File: config.mk
export PLATFORM = sky130hd
export DESIGN_NAME = instFetchPort
export DESIGN_NICKNAME = d
export VERILOG_FILES = /design/src/common/coreMemPkg.sv /design/src/common/ramBusPkg.sv /design/src/instFetchPort.sv
export SDC_FILE = /design/constraint.sdc
export NUM_CORES = 1
export LEC_CHECK = 0
export ABC_AREA = 1
export BUFFER_PORTS_ARGS = -buffer_cell sky130_fd_sc_hd__buf_2
export CORE_UTILIZATION = 46
export CTS_BUF_LIST = sky130_fd_sc_hd__clkbuf_2
export CTS_CLUSTER_DIAMETER = 40
export DETAILED_ROUTE_END_ITERATION = 8
export HOLD_SLACK_MARGIN = 0.15
export PLACE_DENSITY = 0.95
export SYNTH_ARGS = -nofsm -noshare
export SYNTH_HDL_FRONTEND = slang
export SYNTH_SLANG_ARGS = --single-unit
File: constraint.sdc
create_clock -name clk -period 4.2 [get_ports clk]
set_input_delay 0.21 -clock clk [delete_from_list [all_inputs] [get_ports clk]]
set_output_delay 0.21 -clock clk [all_outputs]
set_load 0.03 [all_outputs]
File: src/common/coreMemPkg.sv
package coreMemPkg;

    localparam int ADDR_BITS = 32;
    localparam int DATA_BITS = 32;
    localparam int TAG_BITS  = 4;

    // access size in bytes is 1, 2 or 4
    typedef enum logic [1:0] {
        LEN_BYTE = 2'd0,
        LEN_HALF = 2'd1,
        LEN_WORD = 2'd2,
        LEN_BAD  = 2'd3
    } memLen_t;

    // one load or store as it leaves the store/load buffer
    typedef struct packed {
        logic                 isStore;
        logic [ADDR_BITS-1:0] addr;
        logic [DATA_BITS-1:0] data;
        memLen_t              len;
        logic [TAG_BITS-1:0]  tag;
    } memReq_t;

    // loads carry zero-extended data; stores only need the tag back
    typedef struct packed {
        logic [DATA_BITS-1:0] data;
        logic [TAG_BITS-1:0]  tag;
    } memResp_t;

endpackage

File: src/common/ramBusPkg.sv
package ramBusPkg;

    // bit positions inside the wait vector
    localparam int PORT_FETCH = 0;
    localparam int PORT_DATA  = 1;

    localparam int RAM_CMD_ADDR_BITS = 32;

    // a set bit tells that port the controller will not take its request now
    typedef logic [1:0] portWait_t;

    // the RAM keeps only the low address bits it needs
    typedef struct packed {
        logic                         we;
        logic [RAM_CMD_ADDR_BITS-1:0] addr;
        logic [7:0]                   wdata;
    } ramCmd_t;

endpackage

File: src/instFetchPort.sv
`timescale 1ns/1ps

module instFetchPort
    import coreMemPkg::*;
    import ramBusPkg::*;
(
    input  logic                 clk,
    input  logic                 rst,
    input  logic                 rdy,

    input  logic                 fetchValid,
    input  logic [ADDR_BITS-1:0] fetchPc,
    output logic                 fetchReady,
    output logic                 fetchDone,
    output logic [DATA_BITS-1:0] fetchInst,

    input  portWait_t            memWait,
    input  logic                 doneFetch,
    input  logic [DATA_BITS-1:0] doneWord,
    output logic                 fetchEn,
    output logic [ADDR_BITS-1:0] fetchAddr
);

    logic live;
    logic occupied;

    always_ff @(posedge clk) begin
        if (rst) begin
            live <= 1'b0;
        end else begin
            live <= 1'b1;
        end
    end

    assign fetchReady = rdy && live && !occupied;
    // fetches are always whole words, so only the pc is held
    assign fetchEn    = occupied && !memWait[PORT_FETCH];

    always_ff @(posedge clk) begin
        if (rst) begin
            occupied  <= 1'b0;
            fetchDone <= 1'b0;
        end else begin
            fetchDone <= doneFetch;
            if (rdy) begin
                if (doneFetch) begin
                    occupied <= 1'b0;
                end else if (fetchValid) begin
                    occupied <= 1'b1;
                end
            end
        end
    end

    always_ff @(posedge clk) begin
        if (fetchValid && fetchReady) begin
            fetchAddr <= fetchPc;
        end
        if (doneFetch) begin
            fetchInst <= doneWord;
        end
    end

    strobeWhenReady: assert property (@(posedge clk) disable iff (rst)
        fetchValid |-> fetchReady);

endmodule

Word-level counts from Yosys, hierarchy flattened
Cells that the tools add are included.

Logic and storage cells: 16. Bits in registers: 67.

Reduce and logical (&&, ||, !) cells: 8. Mux-type cells: 3.

Operator list (number): $logic_and A1 B1 Y1 (4); $mux W1 (3); $logic_not A1 Y1 (2); $reduce_and A2 Y1 (1); $reduce_bool A2 Y1 (1).

Logic depth before layout (Yosys ltp)
Gate-level depths: netlist (run 1).

Depth after elaboration: 3. Depth in mapped cells: 3. Gate-level depth less buffers: 3.

Worst setup path before layout (run 1)
No wires, ideal clock.

Kind: flip-flop to flip-flop. From: register occupied. To: register fetchAddr[0], enable pin. Slack: 2140 ps. Clock period less this slack: 2060 ps. Data required time: 3784 ps. Arrival time: 1644 ps. Library setup time: 416 ps. Stages on the path, launching flop included: 2. Cells stage by stage: dfxtp_1 nor3_2.

Longest elaborated chain between the ends: 3.

RTL lines: start: declaration (RTL line instFetchPort.sv:25) `logic occupied;`; start signal: assignment (RTL line instFetchPort.sv:41) `occupied <= 1'b0;`; start signal: assignment (RTL line instFetchPort.sv:47) `occupied <= 1'b0;`; start signal: assignment (RTL line instFetchPort.sv:49) `occupied <= 1'b1;`; $logic_not A1 Y1 (RTL line instFetchPort.sv:35) `assign fetchReady = rdy && live && !occupied;`; $logic_and A1 B1 Y1 (RTL line instFetchPort.sv:35); $logic_and A1 B1 Y1 (RTL line instFetchPort.sv:56) `if (fetchValid && fetchReady) begin`; end signal: assignment (RTL line instFetchPort.sv:57) `fetchAddr <= fetchPc;`; end: declaration (RTL line instFetchPort.sv:21) `output logic [ADDR_BITS-1:0] fetchAddr`.

No other way between the ends. A chain may end at the register's enable or synchronous reset.

Worst setup path after layout (run 1)
From: input fetchValid. To: register occupied.

Longest elaborated chain between the ends: 2.

RTL lines: start: declaration (RTL line instFetchPort.sv:11) `input logic fetchValid,`; $reduce_bool A2 Y1 (no line); $reduce_and A2 Y1 (no line).

No other way between the ends.

==> metrics.cfg, run 1 <==
[cts]
worstSkewPairLatency_ps=470
clock-root-buffer=clkbuf_2
worst_setup_hold_path_clk_slew_ps=180
cts_buffer_depth=2
numClockSinks=67
cts_resized=0
cts.htree.levels=3
cts_tree=done
cts_setup_buffers=0
tritoncts.num_buffers=9

[hold_path]
holdCritStartpoint=doneFetch
timing.hold.worst.class=input pin to flop

[global_route]
grt_first_pass_wirelength_mm=7.95
grt_remaining_overflow=0
global_route.usage.total_pct=26.6
antenna_found_initial=0
first_global_vias=1565
grt_start_max_net_pins=35

[sta]
final_max_slew_viol_count=0
final.hold.worst_slack_ps=274
worstMarginPinSlew_ps=701
max_clock_freq_mhz=562
grt_setup_unrepaired=no
skew_ps=32.5
slew-limit-headroom_pct=53.2
setup_total_negative_slack_ps=0
timing.final.crit_share_pct=42.4
period_needed_ps=1780
hold_viol_final=0
finalSetupViolations=0

[setup_path]
worst-endpoint-required_ps=4560
beginning_of_the_worst_register_to_register_path=occupied
timing.critical_path.to_type=flop
timing.critical_path.from_type=input pin
timing.critical_path.from=fetchValid
timing.critical_path.arrival_ps=2140
worstSetupPathType=input pin to flop
crit_fanout=2

[detailed_routing]
antenna_left=0
routed_wire_length_per_instance_um=16.9
viasPerCell=4.58
number_of_vias_after_detailed_routing=1606
drt_iter0_markers=83
drt_pre_antenna_iters=6
drc=0
route.final.wire_length_mm=5.95

[power_and_ir_drop]
power.leakage_nw=1.55
peakVddDrop_v=0.000335
total_power_mw=1.26
powerDensity_mw_per_mm2=356

[flow_run]
max_cap_viol=0

[final_layout]
fillCellCount=170
final-seq-area_mm2=0.00198
fin_util_pct=86.2
flow.area_growth_from_synthesis_pct=74.1
multi_input_gate_area_in_the_final_layout_um2=47.5
final-instance-count-excl-fill=351
post_route_cells_drive_above_1_share_pct=49.5
total_inserted_antenna_cells=0
nets=367

[floorplan]
start_util_pct=49.5
die_w_um=68.6
rows=23
die_y_um=68.6
core_area_mm2=0.00412
num_io_pins=138
die_area_mm2=0.00470

[yosys]
synth.ff_latch_count=67
warnings_from_yosys=0
synthesis.area_per_instance_um2=25.5
synth.largest_area_cell=edfxtp_1
post_synth_instance_area_mm2=0.00204
yosys.area.top_type_share_pct=94.3
post_synth_num_cell_types=8
synth_nets=151
synthesis.instances=80
post_synth_main_area_contributors=edfxtp_1 94%, dfxtp_1 2.9%, nor2_1 0.74%
sequential_to_total_area_share_from_yosys_stat_pct=97.2

[placement]
numPortBuffers=136
routabilityCongestion=0.666
dp.cells=267
detailed_place_hpwl_mm=3.02

[outcome]
status=complete, no violations

==> flip-flops by register name, indices dropped and copies added, names as in the netlist <==
| name | cells |
|---|---|
| fetchInst | 32 |
| live | 1 |
| occupied | 1 |
| fetchAddr | 32 |
| fetchDone | 1 |
==> cells by family (layout without fill, tap and decap cells) <==
| group | Yosys count | count (layout) | synth area share, % |
|---|---|---|---|
| AO/OA/AOI/OAI | 1 | 1 | 0.245 |
| AND/OR/NAND/NOR | 8 | 8 | 1.78 |
| buffers and inverters | 4 | 225 | 0.736 |
| flip-flops | 67 | 67 | 97.2 |
==> Yosys cell counts <==
cell / instances
inv_1: 3
nor2_1: 4
edfxtp_1: 64
nor3_2: 1
dfxtp_1: 3
nand2_1: 3
a21oi_1: 1
inv_2: 1
==> per-layer routing <==
layer / wire [µm] / global-route usage, % / vias up
met5: 0 / 0 / -
met1: 2270 / 31.6 / 705
met4: 140 / 11.7 / 0
li1: - / - / 743
met3: 715 / 10.9 / 15
met2: 2820 / 42.5 / 143
==> critical path, cell delays in order <==
cell and delay (ps):
dlygate4sd3_1 540, buf_2 130, a21oi_1 110, dlygate4sd3_1 560, nor2_1 40, dlygate4sd3_1 550
==> area by class of cell <==
| cell class | instances | area share [%] |
|---|---|---|
| flip-flops and latches | 67 | 55.9 |
| repair buffers | 205 | 38.6 |
| well taps | 50 | 1.76 |
| clock buffers | 10 | 1.41 |
| multi-input cells | 9 | 1.34 |
| clock inverters | 6 | 0.635 |
| inverters | 4 | 0.423 |
==> report_power, final <==
group          switching, mW  internal [mW]
registers             0.0114          0.771
clock network          0.205         0.0694
logic                  0.118         0.0884
==> what timing repair did <==
item | 4_1_cts | 5_1_grt
endpoints found under the setup margin | 0 | 0
hold buffers | 68 | 0
endpoints found under the hold margin | 67 | 0
==> metrics by stage <==
| step | worst slack [ps] | area (µm²) |
|---|---|---|
| 2_1_floorplan | 2140 | 2040 |
| 3_3_place_gp | 2990 | 2800 |
| 3_5_place_dp | 2970 | 2800 |
| 4_1_cts | 2470 | 3550 |
| 5_1_grt | 2380 | 3550 |
| 6_report | 2420 | 3550 |
==> cells in the final DEF (no fill, tap or decap), drive strengths merged <==
cell type,count
buf,137
dlygate4sd3,68
edfxtp,64
clkbuf,10
clkinv,6
nor2,4
inv,4
nand2,3
dfxtp,3
nor3,1
a21oi,1
==> final timing paths <==
check,slack (ps),depth (start not counted),to
setup / recovery,2420,6,occupied
hold / removal,270,3,fetchDone
setup reg to reg,2430,4,occupied
hold reg to reg,960,2,fetchAddr[14]
No activity file was read; power rests on OpenSTA's default activity.
==> run 2: changes to the inputs <==
Settings changed: CORE_UTILIZATION 46 to 42, PLACE_DENSITY 0.95 to 0.9.
Clock period 4.2 ns to 1.69 ns, I/O delays scaled along.
==> metrics.cfg, run 2 (synthesis gave the netlist of run 1 again) <==
[power_and_ir_drop]
internal-power_mw=2.34  ; +150%
power.leakage_nw=1.56  ; +0.77%
p_seq_share_pct=61.2  ; -0.7 points
peakVddDrop_v=0.000565  ; +69%
clock_power_share_pct=22.6  ; +0.9 points
switchingPower_uw=834  ; +150%
powerDensity_mw_per_mm2=889  ; +150%
share_comb_of_total_power_pct=16.1  ; -0.3 points
swShare_pct=26.3  ; -0.19 points

[floorplan]
die_area_mm2=0.00514  ; +9.2%
num_io_pins=138  ; unchanged
rows=24  ; +4.3%
die_w_um=71.7  ; +4.5%
start_util_pct=45.3  ; -4.3 points
core_area_mm2=0.00450  ; +9.5%
die_y_um=71.7  ; +4.5%

[flow_run]
max_cap_viol=0  ; unchanged

[detailed_routing]
routed_wire_length_per_instance_um=16.1  ; -4.9%
route.final.wire_length_mm=5.70  ; -4.1%
number_of_vias_after_detailed_routing=1584  ; -1.4%
viasPerCell=4.47  ; -2.2%
drc=0  ; unchanged
drt_pre_antenna_iters=5  ; -1
antenna_left=0  ; unchanged
drt_iter0_markers=123  ; +48%

[setup_path]
cp_cell_sequence=nand2_1 > nor2_1 > buf_2
cp_max_stage_delay_ps=360  ; -200 ps
timing.critical_path.from_type=flop
path_delay_family=flip-flops
timing.critical_path.to_type=output pin
ff2ff_setup_slack_ps=390  ; -2040 ps
worstPathBufferInverterCount=1  ; -3
beginning_of_the_worst_register_to_register_path=occupied
crit_path_top_delay_cell=dfxtp_1
worst-endpoint-required_ps=1610  ; -2950 ps
timing.critical_path.arrival_ps=1260  ; -880 ps
crit_fanout=2  ; unchanged
worstSetupPathType=flop to output pin
timing.critical_path.from=live

[final_layout]
multi_input_gate_area_in_the_final_layout_um2=47.5  ; unchanged
nets=368  ; +0.27%
total_inserted_antenna_cells=0  ; unchanged
final-seq-area_mm2=0.00198  ; unchanged
mostFrequentLayoutCell=buf_2
fillCellCount=247  ; +45%
post_route_cells_drive_above_1_share_pct=50.7  ; +1.2 points
largest_registers=fetchAddr x32, fetchInst x32
fin_util_pct=79.2  ; -7.1 points
leading_cell_types_in_the_layout_fill_and_taps_excluded=136 x buf_2, 69 x dlygate4sd3_1, 64 x edfxtp_1
flow.area_growth_from_synthesis_pct=75.0

[placement]
detailed_place_hpwl_mm=2.85  ; -5.7%
routabilityCongestion=0.666  ; about the same
numPortBuffers=136  ; unchanged

[sta]
timing.final.crit_share_pct=79.8
slew-limit-headroom_pct=51.7  ; -1.6 points
max_clock_freq_mhz=742
finalSetupViolations=0  ; unchanged
grt_setup_unrepaired=no
final_max_slew_viol_count=0  ; unchanged
worstMarginPinSlew_ps=725  ; +23.3 ps
period_needed_ps=1350
final.hold.worst_slack_ps=318  ; +44.3 ps
skew_ps=23.7  ; -8.83 ps
setup_total_negative_slack_ps=0  ; unchanged
hold_viol_final=0  ; unchanged

[global_route]
grt_first_pass_wirelength_mm=8.41  ; +5.8%
global_route.usage.total_pct=23.4  ; -3.2 points
grt_remaining_overflow=0  ; unchanged
antenna_found_initial=0  ; unchanged
first_global_vias=1692  ; +8.1%
grt_start_max_net_pins=35  ; unchanged

[cts]
worstSkewPairLatency_ps=460  ; about the same
tritoncts.num_buffers=9  ; unchanged
clock-root-buffer=clkbuf_2
worst_setup_hold_path_clk_slew_ps=180  ; about the same
cts_tree=done
cts.htree.levels=3  ; unchanged
numClockSinks=67  ; unchanged
cts_buffer_depth=2  ; unchanged

[outcome]
status=complete, no violations

[hold_path]
timing.hold.worst.class=input pin to flop
holdCritStartpoint=fetchPc[9]

-- run 2: cell types whose count changed in the layout (fill, tap and decap cells not counted), sizes merged --
| cell | previous run | this run |
|---|---|---|
| clkinv | 6 | 4 |
| dlygate4sd3 | 68 | 69 |
| clkbuf | 10 | 12 |
-- run 2: cell type report --
class                   instances  share of cell area [%]
clock inverters                 4                   0.491
well taps                      52                    1.82
multi-input cells               9                    1.33
inverters                       4                   0.421
flip-flops and latches         67                    55.6
repair buffers                206                    38.7
clock buffers                  12                    1.68
-- run 2: worst reg2reg max path: stages, from the launching register on --
cell and delay, ps:
dfxtp_1 400, nor3_4 180, buf_4 380
-- run 2: power by group through the flow --
| stage | sequential (mW) | clock (mW) | combinational, mW |
|---|---|---|---|
| 6_report | 1.94 | 0.718 | 0.512 |
| 5_1_grt | 1.95 | 0.822 | 0.538 |
| 4_1_cts | 1.94 | 0.720 | 0.499 |
| 3_5_place_dp | 1.98 | 0 | 0.374 |
| 3_3_place_gp | 1.97 | 0 | 0.367 |
| 2_1_floorplan | 2.15 | 0 | 0.0218 |
-- run 2: through the flow --
stage / cell area (µm²) / worst slack (ps) / instances / power, mW
after detailed placement: 2800 / 457 / 269 / 2.35
final: 3570 / 342 / 354 / 3.17
after global routing: 3570 / 216 / 354 / 3.31
after CTS: 3570 / 329 / 354 / 3.16
after floorplan: 2040 / 94.7 / 80 / 2.18
after global placement: 2800 / 479 / 269 / 2.34
-- run 2: final timing paths --
path / cells after the start / to
max: 3 / fetchReady
min: 2 / fetchAddr[9]
max reg2reg: 2 / fetchAddr[25]
min reg2reg: 3 / fetchAddr[23]
-- run 2: routing by layer --
layer / wire [µm] / GRT usage, % / vias up
li1: - / - / 743
met1: 2180 / 26.7 / 723
met2: 2830 / 38.6 / 110
met3: 616 / 9.56 / 8
met4: 74 / 11.1 / 0
met5: 0 / 0 / -
-- run 2: repair_timing --
action	4_1_cts	5_1_grt
hold endpoints to repair	67	0
buffers inserted	0	0
gates resized for setup	0	0
hold buffers	69	0
==> run 3: changes to the inputs <==
Settings changed: CORE_UTILIZATION 42 to 38, PLACE_DENSITY 0.9 to 0.86.
Clock period 1.69 ns to 1.21 ns, I/O delays scaled along.
==> metrics.cfg, run 3 (synthesis gave the netlist of run 1 again) <==
[outcome]
status=complete, but fails checks
violations_in_the_final_reports=setup timing

[setup_path]
crit_fanout=16  ; +14
cp_max_stage_delay_ps=400  ; +40 ps
worst-endpoint-required_ps=1410  ; -200 ps
worst_path_most_repeated_cell=buf_12
cp_cell_sequence=buf_6 > nor3_4 > buf_12 > buf_12
worstSetupPathType=flop to flop
timing.critical_path.from_type=flop
crit_path_top_delay_cell=dfxtp_4
timing.critical_path.arrival_ps=1490  ; +230 ps
timing.critical_path.to_type=flop

[detailed_routing]
drt_pre_antenna_iters=4  ; -1
antenna_left=0  ; unchanged
viasPerCell=4.40  ; -1.8%
routed_wire_length_per_instance_um=16.7  ; +3.9%
drt_iter0_markers=37  ; -70%
number_of_vias_after_detailed_routing=1657  ; +4.6%
drc=0  ; unchanged
route.final.wire_length_mm=6.31  ; +11%

[cts]
numClockSinks=67  ; unchanged
worstSkewPairLatency_ps=490  ; +30 ps
cts_buffer_depth=2  ; unchanged
tritoncts.num_buffers=9  ; unchanged
cts.htree.levels=3  ; unchanged
worst_setup_hold_path_clk_slew_ps=190  ; about the same
cts_tree=done
clock-root-buffer=clkbuf_2

[power_and_ir_drop]
swShare_pct=27.1  ; +0.76 points
peakVddDrop_v=0.000855  ; +51%
power.leakage_nw=1.63  ; +4.4%
clock_power_share_pct=22.3  ; -0.3 points
powerDensity_mw_per_mm2=1200  ; +35%
p_seq_share_pct=60.0  ; -1.2 points
share_comb_of_total_power_pct=17.6  ; +1.5 points
internal-power_mw=3.31  ; +42%
switchingPower_mw=1.23  ; +47%

[sta]
timing.final.crit_share_pct=107
final_max_slew_viol_count=0  ; unchanged
grt_setup_unrepaired=yes
period_needed_ps=1290
hold_viol_final=0  ; unchanged
slew-limit-headroom_pct=84.3  ; +33 points
setup_total_negative_slack_ps=-2090  ; -2090 ps
finalSetupViolations=35  ; +35
max_clock_freq_mhz=774
least_setup_slack_across_all_paths_after_layout_ps=-82.2  ; -424 ps
worstMarginPinSlew_ps=236  ; -489 ps
skew_ps=32.1  ; +8.36 ps

[floorplan]
core_area_mm2=0.00514  ; +14%
start_util_pct=39.7  ; -5.6 points
rows=26  ; +8.3%
num_io_pins=138  ; unchanged
die_y_um=75.2  ; +5.0%
die_w_um=75.2  ; +5.0%
die_area_mm2=0.00566  ; +10%

[global_route]
first_global_vias=1704  ; +0.71%
grt_start_max_net_pins=35  ; unchanged
global_route.usage.total_pct=21.4  ; -2.0 points
antenna_found_initial=0  ; unchanged
grt_remaining_overflow=0  ; unchanged
grt_first_pass_wirelength_mm=7.98  ; -5.1%

[flow_run]
max_cap_viol=0  ; unchanged

[final_layout]
mostFrequentLayoutCell=buf_2
final-instance-count-excl-fill=377  ; +6.5%
nets=373  ; +1.4%
post_route_cells_drive_above_1_share_pct=53.1  ; +2.4 points
leading_cell_types_in_the_layout_fill_and_taps_excluded=119 x buf_2, 68 x dlygate4sd3_1, 64 x edfxtp_1
multi_input_gate_area_in_the_final_layout_um2=55.1  ; +16%
largest_registers=fetchAddr x32, fetchInst x32
fillCellCount=311  ; +26%
final-seq-area_mm2=0.00199  ; +0.25%
total_inserted_antenna_cells=0  ; unchanged
flow.area_growth_from_synthesis_pct=86.0

[placement]
dp_slack_ps=138  ; -319 ps
dp.cells=288  ; +7.1%
detailed_place_hpwl_mm=2.90  ; +1.9%
numPortBuffers=136  ; unchanged
routabilityCongestion=0.739  ; +11%

[hold_path]
timing.hold.worst.class=input pin to flop

## run 3: final cells by class
type	instances	area share (%)
clock buffer	11	1.45
tap	70	2.31
multi-input combinational	9	1.45
inverter	4	0.396
sequential	67	52.4
timing repair buffer	211	41.5
clock inverter	5	0.528
## run 3: final timing paths
kind | start | slack [ps] | to | cells after the start
min reg2reg | occupied | 540 | occupied | 2
max reg2reg | occupied | -80 | fetchAddr[0] | 4
min | rst | 260 | live | 3
max | occupied | -80 | fetchAddr[0] | 4
## run 3: timing repair
action                                 CTS  global route
resized for setup                        4            47
pin swaps                                1             1
hold buffers                            69             0
gates cloned                             0             2
setup buffers                            2             1
endpoints found under the hold margin  131             0
setup endpoints to repair                2            50
## run 3: power groups by stage
stage,Clock [mW],Sequential (mW),Combinational (mW)
2_1_floorplan,0,3.01,0.0309
3_5_place_dp,0,2.76,0.540
3_3_place_gp,0,2.75,0.529
4_1_cts,1.00,2.70,0.720
6_report,1.02,2.73,0.800
5_1_grt,1.11,2.74,0.845
## run 3: metrics by stage
stage                     cell area, µm²  hold WS [ps]  utilization [%]  power [mW]
final                               3790           256             73.8        4.54
after global routing                3790           222             73.8        4.70
after CTS                           3650           233             70.9        4.42
after detailed placement            2860           239             55.6        3.30
after global placement              2860           237             55.6        3.28
after floorplan                     2050           120                -        3.04
## run 3: worst max-delay path: cells and delay by family, from the launching register on
kind,cells,cell delay [ps]
AND/OR/NAND/NOR,1,190
buffers and inverters,3,390
flip-flops,1,400
## run 3: routing by layer
| metal | wire, µm | GRT usage, % | share of wire, % |
|---|---|---|---|
| met5 | 0 | 0 | 0 |
| met1 | 2110 | 22.4 | 34 |
| met2 | 3400 | 36.2 | 54 |
| met3 | 659 | 8.70 | 10 |
| met4 | 128 | 13.0 | 2.0 |
