## src/common/coreMemPkg.sv

```systemverilog
package coreMemPkg;

    localparam int ADDR_BITS = 32;
    localparam int DATA_BITS = 32;
    localparam int TAG_BITS  = 4;

    // access size in bytes is 1, 2 or 4
    typedef enum logic [1:0] {
        LEN_BYTE = 2'd0,
        LEN_HALF = 2'd1,
        LEN_WORD = 2'd2,
        LEN_BAD  = 2'd3
    } memLen_t;

    // one load or store as it leaves the store/load buffer
    typedef struct packed {
        logic                 isStore;
        logic [ADDR_BITS-1:0] addr;
        logic [DATA_BITS-1:0] data;
        memLen_t              len;
        logic [TAG_BITS-1:0]  tag;
    } memReq_t;

    // loads carry zero-extended data; stores only need the tag back
    typedef struct packed {
        logic [DATA_BITS-1:0] data;
        logic [TAG_BITS-1:0]  tag;
    } memResp_t;

endpackage

```

## src/common/ramBusPkg.sv

```systemverilog
package ramBusPkg;

    // bit positions inside the wait vector
    localparam int PORT_FETCH = 0;
    localparam int PORT_DATA  = 1;

    localparam int RAM_CMD_ADDR_BITS = 32;

    // a set bit tells that port the controller will not take its request now
    typedef logic [1:0] portWait_t;

    // the RAM keeps only the low address bits it needs
    typedef struct packed {
        logic                         we;
        logic [RAM_CMD_ADDR_BITS-1:0] addr;
        logic [7:0]                   wdata;
    } ramCmd_t;

endpackage

```

## src/dataBuffer/dataRequestBuffer.sv

```systemverilog
`timescale 1ns/1ps

module dataRequestBuffer
    import coreMemPkg::*;
    import ramBusPkg::*;
(
    input  logic                 clk,
    input  logic                 rst,
    input  logic                 rdy,

    input  logic                 slbValid,
    input  memReq_t              slbReq,
    output logic                 slbReady,
    output logic                 slbDone,
    output memResp_t             slbResp,

    input  portWait_t            memWait,
    input  logic                 doneData,
    input  logic [DATA_BITS-1:0] doneWord,
    output logic                 dataEn,
    output memReq_t              dataReq
);

    logic    live;
    logic    occupied;
    memReq_t heldReq;

    // stays low for the first cycle after reset so the core sees ready only once we run
    always_ff @(posedge clk) begin
        if (rst) begin
            live <= 1'b0;
        end else begin
            live <= 1'b1;
        end
    end

    assign slbReady = rdy && live && !occupied;
    assign dataEn   = occupied && !memWait[PORT_DATA];
    assign dataReq  = heldReq;

    always_ff @(posedge clk) begin
        if (rst) begin
            occupied <= 1'b0;
            slbDone  <= 1'b0;
        end else begin
            // the controller only signals done while rdy is high
            slbDone <= doneData;
            if (rdy) begin
                if (doneData) begin
                    occupied <= 1'b0;
                end else if (slbValid) begin
                    occupied <= 1'b1;
                end
            end
        end
    end

    always_ff @(posedge clk) begin
        if (slbValid && slbReady) begin
            heldReq <= slbReq;
        end
        if (doneData) begin
            slbResp.data <= doneWord;
            slbResp.tag  <= heldReq.tag;
        end
    end

    // the core only strobes into an empty slot while rdy is high
    strobeWhenReady: assert property (@(posedge clk) disable iff (rst)
        slbValid |-> slbReady);

    lenIsLegal: assert property (@(posedge clk) disable iff (rst)
        slbValid |-> slbReq.len != LEN_BAD);

    // a done from the controller must belong to the request this slot still holds
    doneHitsHeldSlot: assert property (@(posedge clk) disable iff (rst)
        doneData |-> occupied ##1 !occupied);

endmodule

```

## config.mk

```make
export PLATFORM = sky130hd
export DESIGN_NAME = dataRequestBuffer
export DESIGN_NICKNAME = d
export VERILOG_FILES = /design/src/common/coreMemPkg.sv /design/src/common/ramBusPkg.sv /design/src/dataBuffer/dataRequestBuffer.sv
export SDC_FILE = /design/constraint.sdc
export NUM_CORES = 1
export LEC_CHECK = 0
export ABC_AREA = 1
export BUFFER_PORTS_ARGS = -buffer_cell sky130_fd_sc_hd__buf_4
export CORE_MARGIN = 2
export CORE_UTILIZATION = 43
export CTS_BUF_LIST = sky130_fd_sc_hd__clkbuf_4 sky130_fd_sc_hd__clkbuf_8
export DETAILED_ROUTE_END_ITERATION = 6
export PLACE_DENSITY = 0.82
export SLEW_MARGIN = 5
export SYNTH_ARGS = -nofsm -noshare
export SYNTH_HDL_FRONTEND = slang
export SYNTH_SLANG_ARGS = --single-unit
```

## constraint.sdc

```tcl
create_clock -name clk -period 5.8 [get_ports clk]
set_input_delay 1.16 -clock clk [delete_from_list [all_inputs] [get_ports clk]]
set_output_delay 1.16 -clock clk [all_outputs]
set_load 0.05 [all_outputs]
```

After elaboration in Yosys (flattened, before gate mapping)
Cells that the tools add are included.
- add/sub/neg operators: 0
- $mul: 0
- divide/modulo/power cells: 0
- order comparisons: 0
- equal/unequal tests: 0
- shift-type cells: 0
- mux-type cells: 3
- bitwise gates (word level): 0
- reductions and logical operators: 8
- operators with widths (kind ; count):
    $logic_and 1x1->1 ; 4
    $mux 1 ; 3
    $logic_not 1->1 ; 2
    $reduce_and 2->1 ; 1
    $reduce_bool 2->1 ; 1
- bits in registers: 110
- bits in latches: 0
- RAM bits: 0
- bits in read-only memories: 0
- input port bits: 110
- logic and storage cells: 21
- memories kept: 0

Depth between registers and ports, before layout
Gate-level depths: netlist of the first run.
- depth after elaboration: 3
- gate-level depth with buffers: 3

Least setup slack after synthesis of the first run
OpenSTA, ideal clock, no wires.
- kind: input -> register
- start point: input slbValid
- end point: register heldReq (netlist bit dataReq[0]), enable pin
- library setup time: 0.488 ns
- data arrival time: 3.988 ns
- required time: 5.312 ns
- setup slack: 1.324 ns
- stages on the path: 2
- path buffers: 0
- cells stage by stage: inv_1 nor3_2
- cells in the longest elaborated chain, start to end: 1
- ends and longest elaborated chain (item ; line ; source):
    start, declared ; dataRequestBuffer.sv:11 ; input logic slbValid,
    $logic_and 1x1->1 ; dataRequestBuffer.sv:59 ; if (slbValid && slbReady) begin
    end signal, assigned ; dataRequestBuffer.sv:60 ; heldReq <= slbReq;
    end, declared ; dataRequestBuffer.sv:26 ; memReq_t heldReq;
Every way passes these cells.
A chain may end at the register's enable or synchronous reset.

Worst setup path after layout of the first run
- start point: input rdy
- end point: output slbReady
- cells in the longest elaborated chain, start to end: 2
- ends and longest elaborated chain (item ; line ; source):
    start, declared ; dataRequestBuffer.sv:9 ; input logic rdy,
    $logic_and 1x1->1 (2 in series) ; dataRequestBuffer.sv:37 ; assign slbReady = rdy && live && !occupied;
    end, declared ; dataRequestBuffer.sv:13 ; output logic slbReady,
Every way passes these cells.

==> key figures, run 1 <==
STA
  – Fmax achieved: 355 MHz
  – Worst Skew: 0.0141 ns
  – Period minus WS final: 2.82 ns
  – Hold Fails Final Rpt: 0
  – Setup TNS: 0 ns
  – Final setup fails: 0
  – RSZ-0062 raised after global routing: false
  – Setup WS post-layout: 2.98 ns
  – Measured slew at the worst slew-check pin: 0.874 ns
  – Max transition margin: 41.8%
  – Max Slew Vio Count: 0
  – Period utilization: 48.6%

Worst setup path
  – Worst setup SP type: primary input
  – Worst Path Max Fanout: 3
  – Worst path cell trace: buf_4, nand2_1, nor2_1, buf_4
  – CP dominant cell by count: buf_4
  – Critical Path AT: 1.66 ns
  – Max stage delay cell, worst path: buf_4
  – Critical path endpoint category: output pin
  – Crit path largest cell delay: 0.20 ns
  – Setup CP Type: in -> out
  – Req. time, crit path: 4.64 ns

Place
  – I/O Buffers: 218
  – Pre-CTS WS: 2.98 ns
  – Placer Congestion: 0.714

Clock network
  – Clk Latency, worst-skew pair: 0.35 ns
  – Root Driver: clkbuf_8
  – Worst-path clk slew: 0.10 ns
  – Clock Sinks: 110
  – Cts repair resizes: 0
  – Max clock buf depth: 2
  – # Post-CTS Setup Buffers: 0
  – H-tree depth: 3
  – Hold_buf cts: 0
  – CTS tree: done
  – TritonCTS buffer count: 9

Floorplan
  – Initial Util: 43.8%
  – Die Span Y: 92.0 um
  – Core area: 7610 um2
  – Std-Cell Rows: 32
  – Top-Level Pins: 220
  – Chip width: 92.0 um
  – Die Area: 8460 um2

Global route
  – Global Route Usage Sum: 17.3%
  – Vias in the first global route: 2116
  – Initial antenna violation count: 0
  – Largest net degree at the start of global routing: 72
  – First-pass GRT wire length: 10.8 mm
  – GRT Residual Overflow: 0

Layout
  – Area delta synth->final: 59.8%
  – Fillers: 525
  – Final net count: 463
  – Share of layout cells above drive strength 1: 65.8%
  – Antenna cells: 0

Hold path
  – HP Class: reg -> reg

Yosys
  – Post-synthesis sequential area ratio: 98.3%
  – Post-synth net total: 233
  – Ys Warns: 0
  – Yosys cell types: 8
  – Cells after Synth: 123
  – FF+latch count, synth: 110
  – Synth Cell Area: 3330 um2
  – Post-Syn Area per Cell: 27.1 um2

Routing
  – Drt wl/cell: 16.3 um
  – Remaining DRCs: 0
  – ANT nets after route: 0
  – Pre-antenna DRT Iters: 6
  – Total number of vias: 2067
  – Via density: 4.50
  – DRT iter0 DRCs: 89
  – Total Wirelength: 7.47 mm

Outcome
  – Outcome: completed

Run
  – MaxCap Viol Count: 0

Power and ir drop
  – Max IR drop VDD: 175 uV
  – P_leak: 2.22 nW
  – Overall power: 1.64 mW
  – Power density over the cells: 308 nW/um2
[final timing paths]
check | startpoint | end | slack, ns | cells past startpoint
min | dataReq[1] | slbResp[1] | 0.46 | 0
max reg2reg | occupied | dataReq[11] | 4.15 | 2
max | rdy | slbReady | 2.98 | 4
min reg2reg | dataReq[1] | slbResp[1] | 0.46 | 0
[per-stage QoR]
step / hold slack (ns) / util (%) / instances / instance area [um2]
5_1_grt: 0.484 / 69.9 / 459 / 5320
3_3_place_gp: 0.436 / 67.1 / 444 / 5110
2_1_floorplan: 0.498 / - / 123 / 3330
6_report: 0.459 / 69.9 / 459 / 5320
3_5_place_dp: 0.437 / 67.1 / 444 / 5110
4_1_cts: 0.461 / 69.9 / 459 / 5320
[routing by layer]
layer | part of all wire (%) | up-vias | track usage [%] | wire (um)
li1 | - | 937 | - | -
met1 | 33 | 969 | 17.4 | 2430
met2 | 52 | 152 | 30.9 | 3880
met3 | 14 | 9 | 8.87 | 1050
met4 | 1.3 | 0 | 5.60 | 95
met5 | 0 | - | 0 | 0
[flip-flops by register name (all words and copies together) (netlist names)]
| signal | flops |
|---|---|
| slbDone | 1 |
| occupied | 1 |
| live | 1 |
| slbResp | 36 |
| dataReq | 71 |
[layout by cell type, fill, tap and decap left out, types with 2 or more instances in the layout]
master	count
buf_4	219
edfxtp_1	107
clkbuf_8	9
nor2_1	4
inv_1	3
nand2_1	3
dfxtp_1	3
bufinv_16	2
clkinvlp_4	2
[worst max-delay path: cells and delay by family]
family                 cells  cell delay [ns]
buffers and inverters      2             0.29
AND/OR/NAND/NOR            2             0.21
[power by group]
group / leakage, nW / switching (mW) / total (mW) / internal [mW]
clock: 0.0990 / 0.235 / 0.475 / 0.240
combinational: 1.09 / 0.153 / 0.240 / 0.0869
sequential: 1.03 / 0.0101 / 0.921 / 0.911
total: 2.22 / 0.398 / 1.64 / 1.24
[final cells by class]
cell class,count,area (um2),share of cell area (%)
flip-flops and latches,110,3270,61.5
repair buffers,219,1640,30.9
well taps,102,128,2.40
clock buffers,9,124,2.33
clock inverters,6,87.6,1.65
multi-input cells,9,47.5,0.894
inverters,4,15.0,0.282
[cells in the mapped netlist, drive strengths merged]
cell	n	share of area, %
edfxtp	107	97
inv	4	0.45
nor2	4	0.45
dfxtp	3	1.8
nand2	3	0.34
a21oi	1	0.15
nor3	1	0.30
[cells by family (layout without fill, tap and decap cells)]
group,after synthesis,after routing,synth area share [%]
AND/OR/NAND/NOR,8,8,1.09
AO/OA/AOI/OAI,1,1,0.150
flip-flops,110,110,98.3
buffers and inverters,4,238,0.451
Power figures use the tool's default switching activity.
==> run 2, diff against run 1 <==
--- a/config.mk
+++ b/config.mk
@@ -8,10 +8,10 @@
 export ABC_AREA = 1
 export BUFFER_PORTS_ARGS = -buffer_cell sky130_fd_sc_hd__buf_4
 export CORE_MARGIN = 2
-export CORE_UTILIZATION = 43
+export CORE_UTILIZATION = 39
 export CTS_BUF_LIST = sky130_fd_sc_hd__clkbuf_4 sky130_fd_sc_hd__clkbuf_8
 export DETAILED_ROUTE_END_ITERATION = 6
-export PLACE_DENSITY = 0.82
+export PLACE_DENSITY = 0.78
 export SLEW_MARGIN = 5
 export SYNTH_ARGS = -nofsm -noshare
 export SYNTH_HDL_FRONTEND = slang
==> constraint.sdc (replaced) <==
create_clock -name clk -period 2.3 [get_ports clk]
set_input_delay 0.46 -clock clk [delete_from_list [all_inputs] [get_ports clk]]
set_output_delay 0.46 -clock clk [all_outputs]
set_load 0.05 [all_outputs]
==> run 2 against run 1 <==
Non-clock buffer count did not move; sequential power rose to 2.5 times the previous value; critical path depth fell by 1; combinational power rose to 2.5 times the previous value; clock skew fell by 0.0063 ns; final cell count rose by 0.65%; clock power rose by 150%; critical path type is now reg -> out.
==> key figures, run 2 (same netlist as run 1, synthesis figures left out) <==
Outcome
  – Outcome: completed

STA
  – Max Slew Vio Count: 0 (unchanged)
  – Setup WS post-layout: 0.675 ns (-2.31 ns)
  – Hold Fails Final Rpt: 0 (unchanged)
  – Period utilization: 70.6%
  – Measured slew at the worst slew-check pin: 0.459 ns (-0.414 ns)
  – RSZ-0062 raised after global routing: false
  – Final setup fails: 0 (unchanged)
  – Max transition margin: 69.4% (+28 points)
  – Worst Skew: 0.00783 ns (-0.00630 ns)
  – Period minus WS final: 1.62 ns
  – Fmax achieved: 615 MHz
  – Hold WS: 0.261 ns (-0.198 ns)

Power and ir drop
  – Overall power: 4.11 mW (+150%)
  – Max IR drop VDD: 416 uV (+140%)
  – P_leak: 2.23 nW (+0.49%)
  – Power density over the cells: 770 nW/um2 (+150%)

Place
  – Placed insts: 447 (+0.68%)
  – Detail Placement HPWL: 5.79 mm
  – Placer Congestion: 0.714 (about the same)
  – I/O Buffers: 218 (unchanged)
  – Area of placed instances: 5140 um2 (+0.64%)
  – Pre-CTS WS: 0.707 ns (-2.27 ns)

Global route
  – Vias in the first global route: 2077 (-1.8%)
  – Initial antenna violation count: 0 (unchanged)
  – Largest net degree at the start of global routing: 72 (unchanged)
  – GRT Residual Overflow: 0 (unchanged)
  – First-pass GRT wire length: 10.2 mm (-5.7%)
  – Global Route Usage Sum: 15.6% (-1.7 points)

Worst setup path
  – Reg2reg path depth: 3 (+1)
  – R2R setup slack: 0.86 ns (-3.29 ns)
  – Critical path endpoint category: output pin
  – Critical Path AT: 1.16 ns (-0.50 ns)
  – Worst setup SP type: flip-flop
  – RR Endpoint: dataReq[66]
  – Setup CP Type: reg -> out
  – Req. time, crit path: 1.84 ns (-2.80 ns)
  – Reg2Reg Launch Point: live
  – Worst Path Max Fanout: 2 (-1)

Floorplan
  – Std-Cell Rows: 33 (+3.1%)
  – Top-Level Pins: 220 (unchanged)
  – Initial Util: 40.3% (-3.4 points)
  – Die Area: 9290 um2 (+9.8%)
  – Die Span Y: 96.4 um (+4.8%)
  – Chip width: 96.4 um (+4.8%)
  – Core area: 8260 um2 (+8.6%)

Layout
  – Share of layout cells above drive strength 1: 66.4% (+0.56 points)
  – Antenna cells: 0 (unchanged)
  – Fillers: 593 (+13%)
  – Final net count: 463 (unchanged)
  – Layout Cells excl Fill: 462 (+0.65%)
  – Most frequent cells in the layout: buf_4, edfxtp_1, clkbuf_8, nor2_1
  – Max reg flops: 71 (unchanged)
  – Area delta synth->final: 60.5%
  – Most common library cell in the layout ignoring fill and taps: buf_4
  – Design Area, Final: 5340 um2 (+0.45%)

Routing
  – Total number of vias: 2038 (-1.4%)
  – ANT nets after route: 0 (unchanged)
  – Pre-antenna DRT Iters: 4 (-2)
  – Total Wirelength: 7.73 mm (+3.5%)
  – Drt wl/cell: 16.7 um (+2.8%)
  – Via density: 4.41 (-2.0%)
  – Remaining DRCs: 0 (unchanged)
  – DRT iter0 DRCs: 56 (-37%)

Clock network
  – Clk Latency, worst-skew pair: 0.36 ns (about the same)
  – Clock Sinks: 110 (unchanged)
  – Hold_buf cts: 0 (unchanged)
  – Cts repair resizes: 0 (unchanged)
  – Root Driver: clkbuf_8
  – H-tree depth: 3 (unchanged)
  – CTS tree: done
  – Max clock buf depth: 2 (unchanged)
  – # Post-CTS Setup Buffers: 0 (unchanged)
  – TritonCTS buffer count: 9 (unchanged)
  – Worst-path clk slew: 0.10 ns (about the same)

Run
  – MaxCap Viol Count: 0 (unchanged)

Hold path
  – Hold path endpoint: live
  – Hold_sp: rst
  – Hold Path Stages: 2 (+2)
  – HP Class: in -> reg
run 2: changes by cell type in the layout (fill, tap and decap cells not counted):
cell        delta
clkinvlp_4     -2
buf_4          -1
inv_8          +2
nand2_8        +1
nand2_1        -1
inv_6          +2
buf_12         +1
bufinv_16      -1
clkinv_1       -1
run 2: routing by layer:
metal | vias up | wire (um) | part of all wire [%] | GRT usage [%]
met5 | - | 0 | 0 | 0
met4 | 0 | 66 | 0.85 | 4.93
met3 | 4 | 1300 | 17 | 11.2
met2 | 152 | 3870 | 50 | 26.0
met1 | 944 | 2480 | 32 | 15.4
li1 | 938 | - | - | -
run 2: report_power, final:
group / leakage (nW) / switching (mW) / total (mW) / internal, mW
registers: 1.03 / 0.0262 / 2.32 / 2.30
clock network: 0.104 / 0.659 / 1.18 / 0.523
logic: 1.10 / 0.388 / 0.610 / 0.222
total: 2.23 / 1.07 / 4.11 / 3.04
run 2: critical path, stage by stage (launching register included):
cell     delay (ns)
dfxtp_1        0.43
nand2_8        0.07
nor2_1         0.10
buf_4          0.21
run 2: worst max-delay path by stage:
stage | end | start | cells past startpoint | slack, ns
after floorplan | dataReq[0] | rdy | 2 | -0.36
after global placement | dataReq[26] | rdy | 4 | 0.76
after detailed placement | dataReq[17] | rdy | 4 | 0.71
after CTS | slbReady | live | 3 | 0.64
after global routing | dataEn | occupied | 3 | 0.57
final | slbReady | live | 3 | 0.68
run 2: stage by stage:
| stage | setup TNS (ns) | utilization, % |
|---|---|---|
| 2_1_floorplan | -25.24 | - |
| 5_1_grt | 0 | 64.7 |
| 6_report | 0 | 64.7 |
| 4_1_cts | 0 | 64.7 |
| 3_5_place_dp | 0 | 62.2 |
| 3_3_place_gp | 0 | 62.2 |
run 2: area by class of cell:
class,instances,area (um2),share of cell area (%)
repair buffers,219,1660,31.0
inverters,4,15.0,0.281
clock buffers,9,124,2.32
multi-input cells,9,63.8,1.19
well taps,105,131,2.46
clock inverters,6,78.8,1.48
flip-flops and latches,110,3270,61.3
==> run 3, diff against run 2 <==
--- a/config.mk
+++ b/config.mk
@@ -8,10 +8,10 @@
 export ABC_AREA = 1
 export BUFFER_PORTS_ARGS = -buffer_cell sky130_fd_sc_hd__buf_4
 export CORE_MARGIN = 2
-export CORE_UTILIZATION = 39
+export CORE_UTILIZATION = 43
 export CTS_BUF_LIST = sky130_fd_sc_hd__clkbuf_4 sky130_fd_sc_hd__clkbuf_8
 export DETAILED_ROUTE_END_ITERATION = 6
-export PLACE_DENSITY = 0.78
+export PLACE_DENSITY = 0.82
 export SLEW_MARGIN = 5
 export SYNTH_ARGS = -nofsm -noshare
 export SYNTH_HDL_FRONTEND = slang
==> constraint.sdc (replaced) <==
create_clock -name clk -period 1.5 [get_ports clk]
set_input_delay 0.3 -clock clk [delete_from_list [all_inputs] [get_ports clk]]
set_output_delay 0.3 -clock clk [all_outputs]
set_load 0.05 [all_outputs]
==> run 3 against run 2 <==
Sequential share of layout area hardly changed; register-to-register slack worse by 0.63 ns; combinational power is 54% higher; clock skew is 0.0073 ns higher; non-clock buffer count is 1 higher; power is 51% higher; worst setup slack worse by 0.55 ns; critical path depth stayed put; sequential power is 53% higher; final cell count is 0.22% lower; worst hold slack worse by 0.16 ns; largest cell class unchanged.
==> key figures, run 3 (same netlist as run 1, synthesis figures left out) <==
Floorplan
  – Chip width: 92.0 um (-4.6%)
  – Die Area: 8460 um2 (-8.9%)
  – Die Span Y: 92.0 um (-4.6%)
  – Core area: 7610 um2 (-7.9%)
  – Initial Util: 43.8% (+3.4 points)
  – Std-Cell Rows: 32 (-3.0%)
  – Top-Level Pins: 220 (unchanged)

STA
  – Period utilization: 92.0%
  – Setup TNS: 0 ns (unchanged)
  – RSZ-0062 raised after global routing: false
  – Hold WS: 0.100 ns (-0.161 ns)
  – Hold Fails Final Rpt: 0 (unchanged)
  – Worst Skew: 0.0151 ns (+0.00726 ns)
  – Measured slew at the worst slew-check pin: 0.459 ns (-0.000652 ns)
  – Period minus WS final: 1.38 ns
  – Fmax achieved: 725 MHz
  – Final setup fails: 0 (unchanged)
  – Max Slew Vio Count: 0 (unchanged)
  – Setup WS post-layout: 0.121 ns (-0.554 ns)
  – Max transition margin: 69.4% (about the same)

Place
  – Pre-CTS WS: 0.167 ns (-0.540 ns)
  – I/O Buffers: 218 (unchanged)
  – Placed insts: 445 (-0.45%)
  – Detail Placement HPWL: 5.75 mm (-0.76%)
  – Placer Congestion: 0.758 (+6.1%)

Hold path
  – HP Class: in -> reg

Clock network
  – CTS tree: done
  – Root Driver: clkbuf_8
  – Cts repair resizes: 0 (unchanged)
  – Hold_buf cts: 0 (unchanged)
  – Clock Sinks: 110 (unchanged)
  – TritonCTS buffer count: 9 (unchanged)
  – # Post-CTS Setup Buffers: 0 (unchanged)
  – H-tree depth: 3 (unchanged)
  – Worst-path clk slew: 0.10 ns (about the same)
  – Clk Latency, worst-skew pair: 0.35 ns (about the same)
  – Max clock buf depth: 2 (unchanged)

Global route
  – GRT Residual Overflow: 0 (unchanged)
  – Initial antenna violation count: 0 (unchanged)
  – Vias in the first global route: 2098 (+1.0%)
  – Global Route Usage Sum: 17.5% (+1.9 points)
  – Largest net degree at the start of global routing: 46 (-36%)
  – First-pass GRT wire length: 10.8 mm (+5.5%)

Worst setup path
  – Reg2Reg Launch Point: live
  – Crit path to: slbReady
  – Worst Path Max Fanout: 2 (unchanged)
  – Worst setup SP type: flip-flop
  – R2R setup slack: 0.23 ns (-0.63 ns)
  – Critical Path AT: 1.08 ns (-0.08 ns)
  – Setup CP Type: reg -> out
  – Critical path endpoint category: output pin
  – RR Endpoint: dataReq[37]
  – Beginning of the critical path: live
  – Req. time, crit path: 1.20 ns (-0.64 ns)
  – Reg2reg path depth: 3 (unchanged)

Routing
  – DRT iter0 DRCs: 54 (-3.6%)
  – Via density: 4.44 (+0.61%)
  – Total Wirelength: 7.51 mm (-2.8%)
  – ANT nets after route: 0 (unchanged)
  – Remaining DRCs: 0 (unchanged)
  – Pre-antenna DRT Iters: 4 (unchanged)
  – Drt wl/cell: 16.3 um (-2.6%)
  – Total number of vias: 2046 (+0.39%)

Layout
  – Max reg flops: 71 (unchanged)
  – Antenna cells: 0 (unchanged)
  – Area delta synth->final: 60.5% (unchanged)
  – Final net count: 464 (+0.22%)
  – Fillers: 513 (-13%)
  – Layout Cells excl Fill: 461 (-0.22%)
  – Most frequent cells in the layout: buf_4, edfxtp_1, clkbuf_8, nor2_1, clkbuf_4
  – Share of layout cells above drive strength 1: 67.1% (+0.74 points)
  – Most common library cell in the layout ignoring fill and taps: buf_4

Power and ir drop
  – Power density over the cells: 1160 nW/um2 (+51%)
  – Overall power: 6.22 mW (+51%)
  – Max IR drop VDD: 652 uV (+57%)
  – P_leak: 2.23 nW (about the same)

Run
  – MaxCap Viol Count: 0 (unchanged)

Outcome
  – Outcome: completed
[run 3: changes by cell type in the layout (fill, tap and decap cells not counted)]
cell,change
clkbuf_4,+3
clkinv_4,-1
inv_1,-1
inv_4,+1
dfxtp_2,+1
nand2_2,+1
clkinvlp_4,+2
clkinv_2,+1
inv_8,-2
dfxtp_1,-1
inv_6,-2
nand2_8,-1
buf_12,+1
[run 3: report_power, final]
part	switching (mW)	leakage [nW]	total, mW	internal [mW]
clock	0.897	0.0968	1.72	0.827
combinational	0.595	1.10	0.939	0.344
sequential	0.0382	1.03	3.56	3.52
total	1.53	2.23	6.22	4.69
[run 3: metrics by stage]
| step | cell area (um2) | util (%) |
|---|---|---|
| 2_1_floorplan | 3340 | - |
| 3_3_place_gp | 5150 | 67.6 |
| 3_5_place_dp | 5150 | 67.6 |
| 4_1_cts | 5340 | 70.2 |
| 5_1_grt | 5340 | 70.2 |
| 6_report | 5340 | 70.2 |
[run 3: final cells by class]
type                    instances  area, um2  area share, %
flip-flops and latches        110       3270           61.3
repair buffers                220       1680           31.4
clock buffers                  12        146           2.74
well taps                     102        128           2.39
multi-input cells               9       50.0          0.937
clock inverters                 4       50.0          0.937
inverters                       4       17.5          0.328
[run 3: how the worst min path moves through the flow]
stage	endpoint	cells after the start	start	slack, ns
floorplan	live	1	rst	0.36
global placement	slbResp[2]	0	dataReq[2]	0.44
detailed placement	slbResp[1]	0	dataReq[1]	0.45
CTS	live	2	rst	0.08
global route	live	2	rst	0.08
finish	live	2	rst	0.10
[run 3: metal layers]
metal,global-route usage (%),routed length (um),vias to the layer above
met5,0,0,-
met4,7.59,129,0
met3,9.70,1080,10
met2,28.8,3720,145
met1,18.5,2580,951
li1,-,-,940
[run 3: critical path, cell delays in order (launching register included)]
cell and delay [ns]:
dfxtp_1 0.35, nand2_2 0.07, nor2_1 0.10, buf_4 0.21
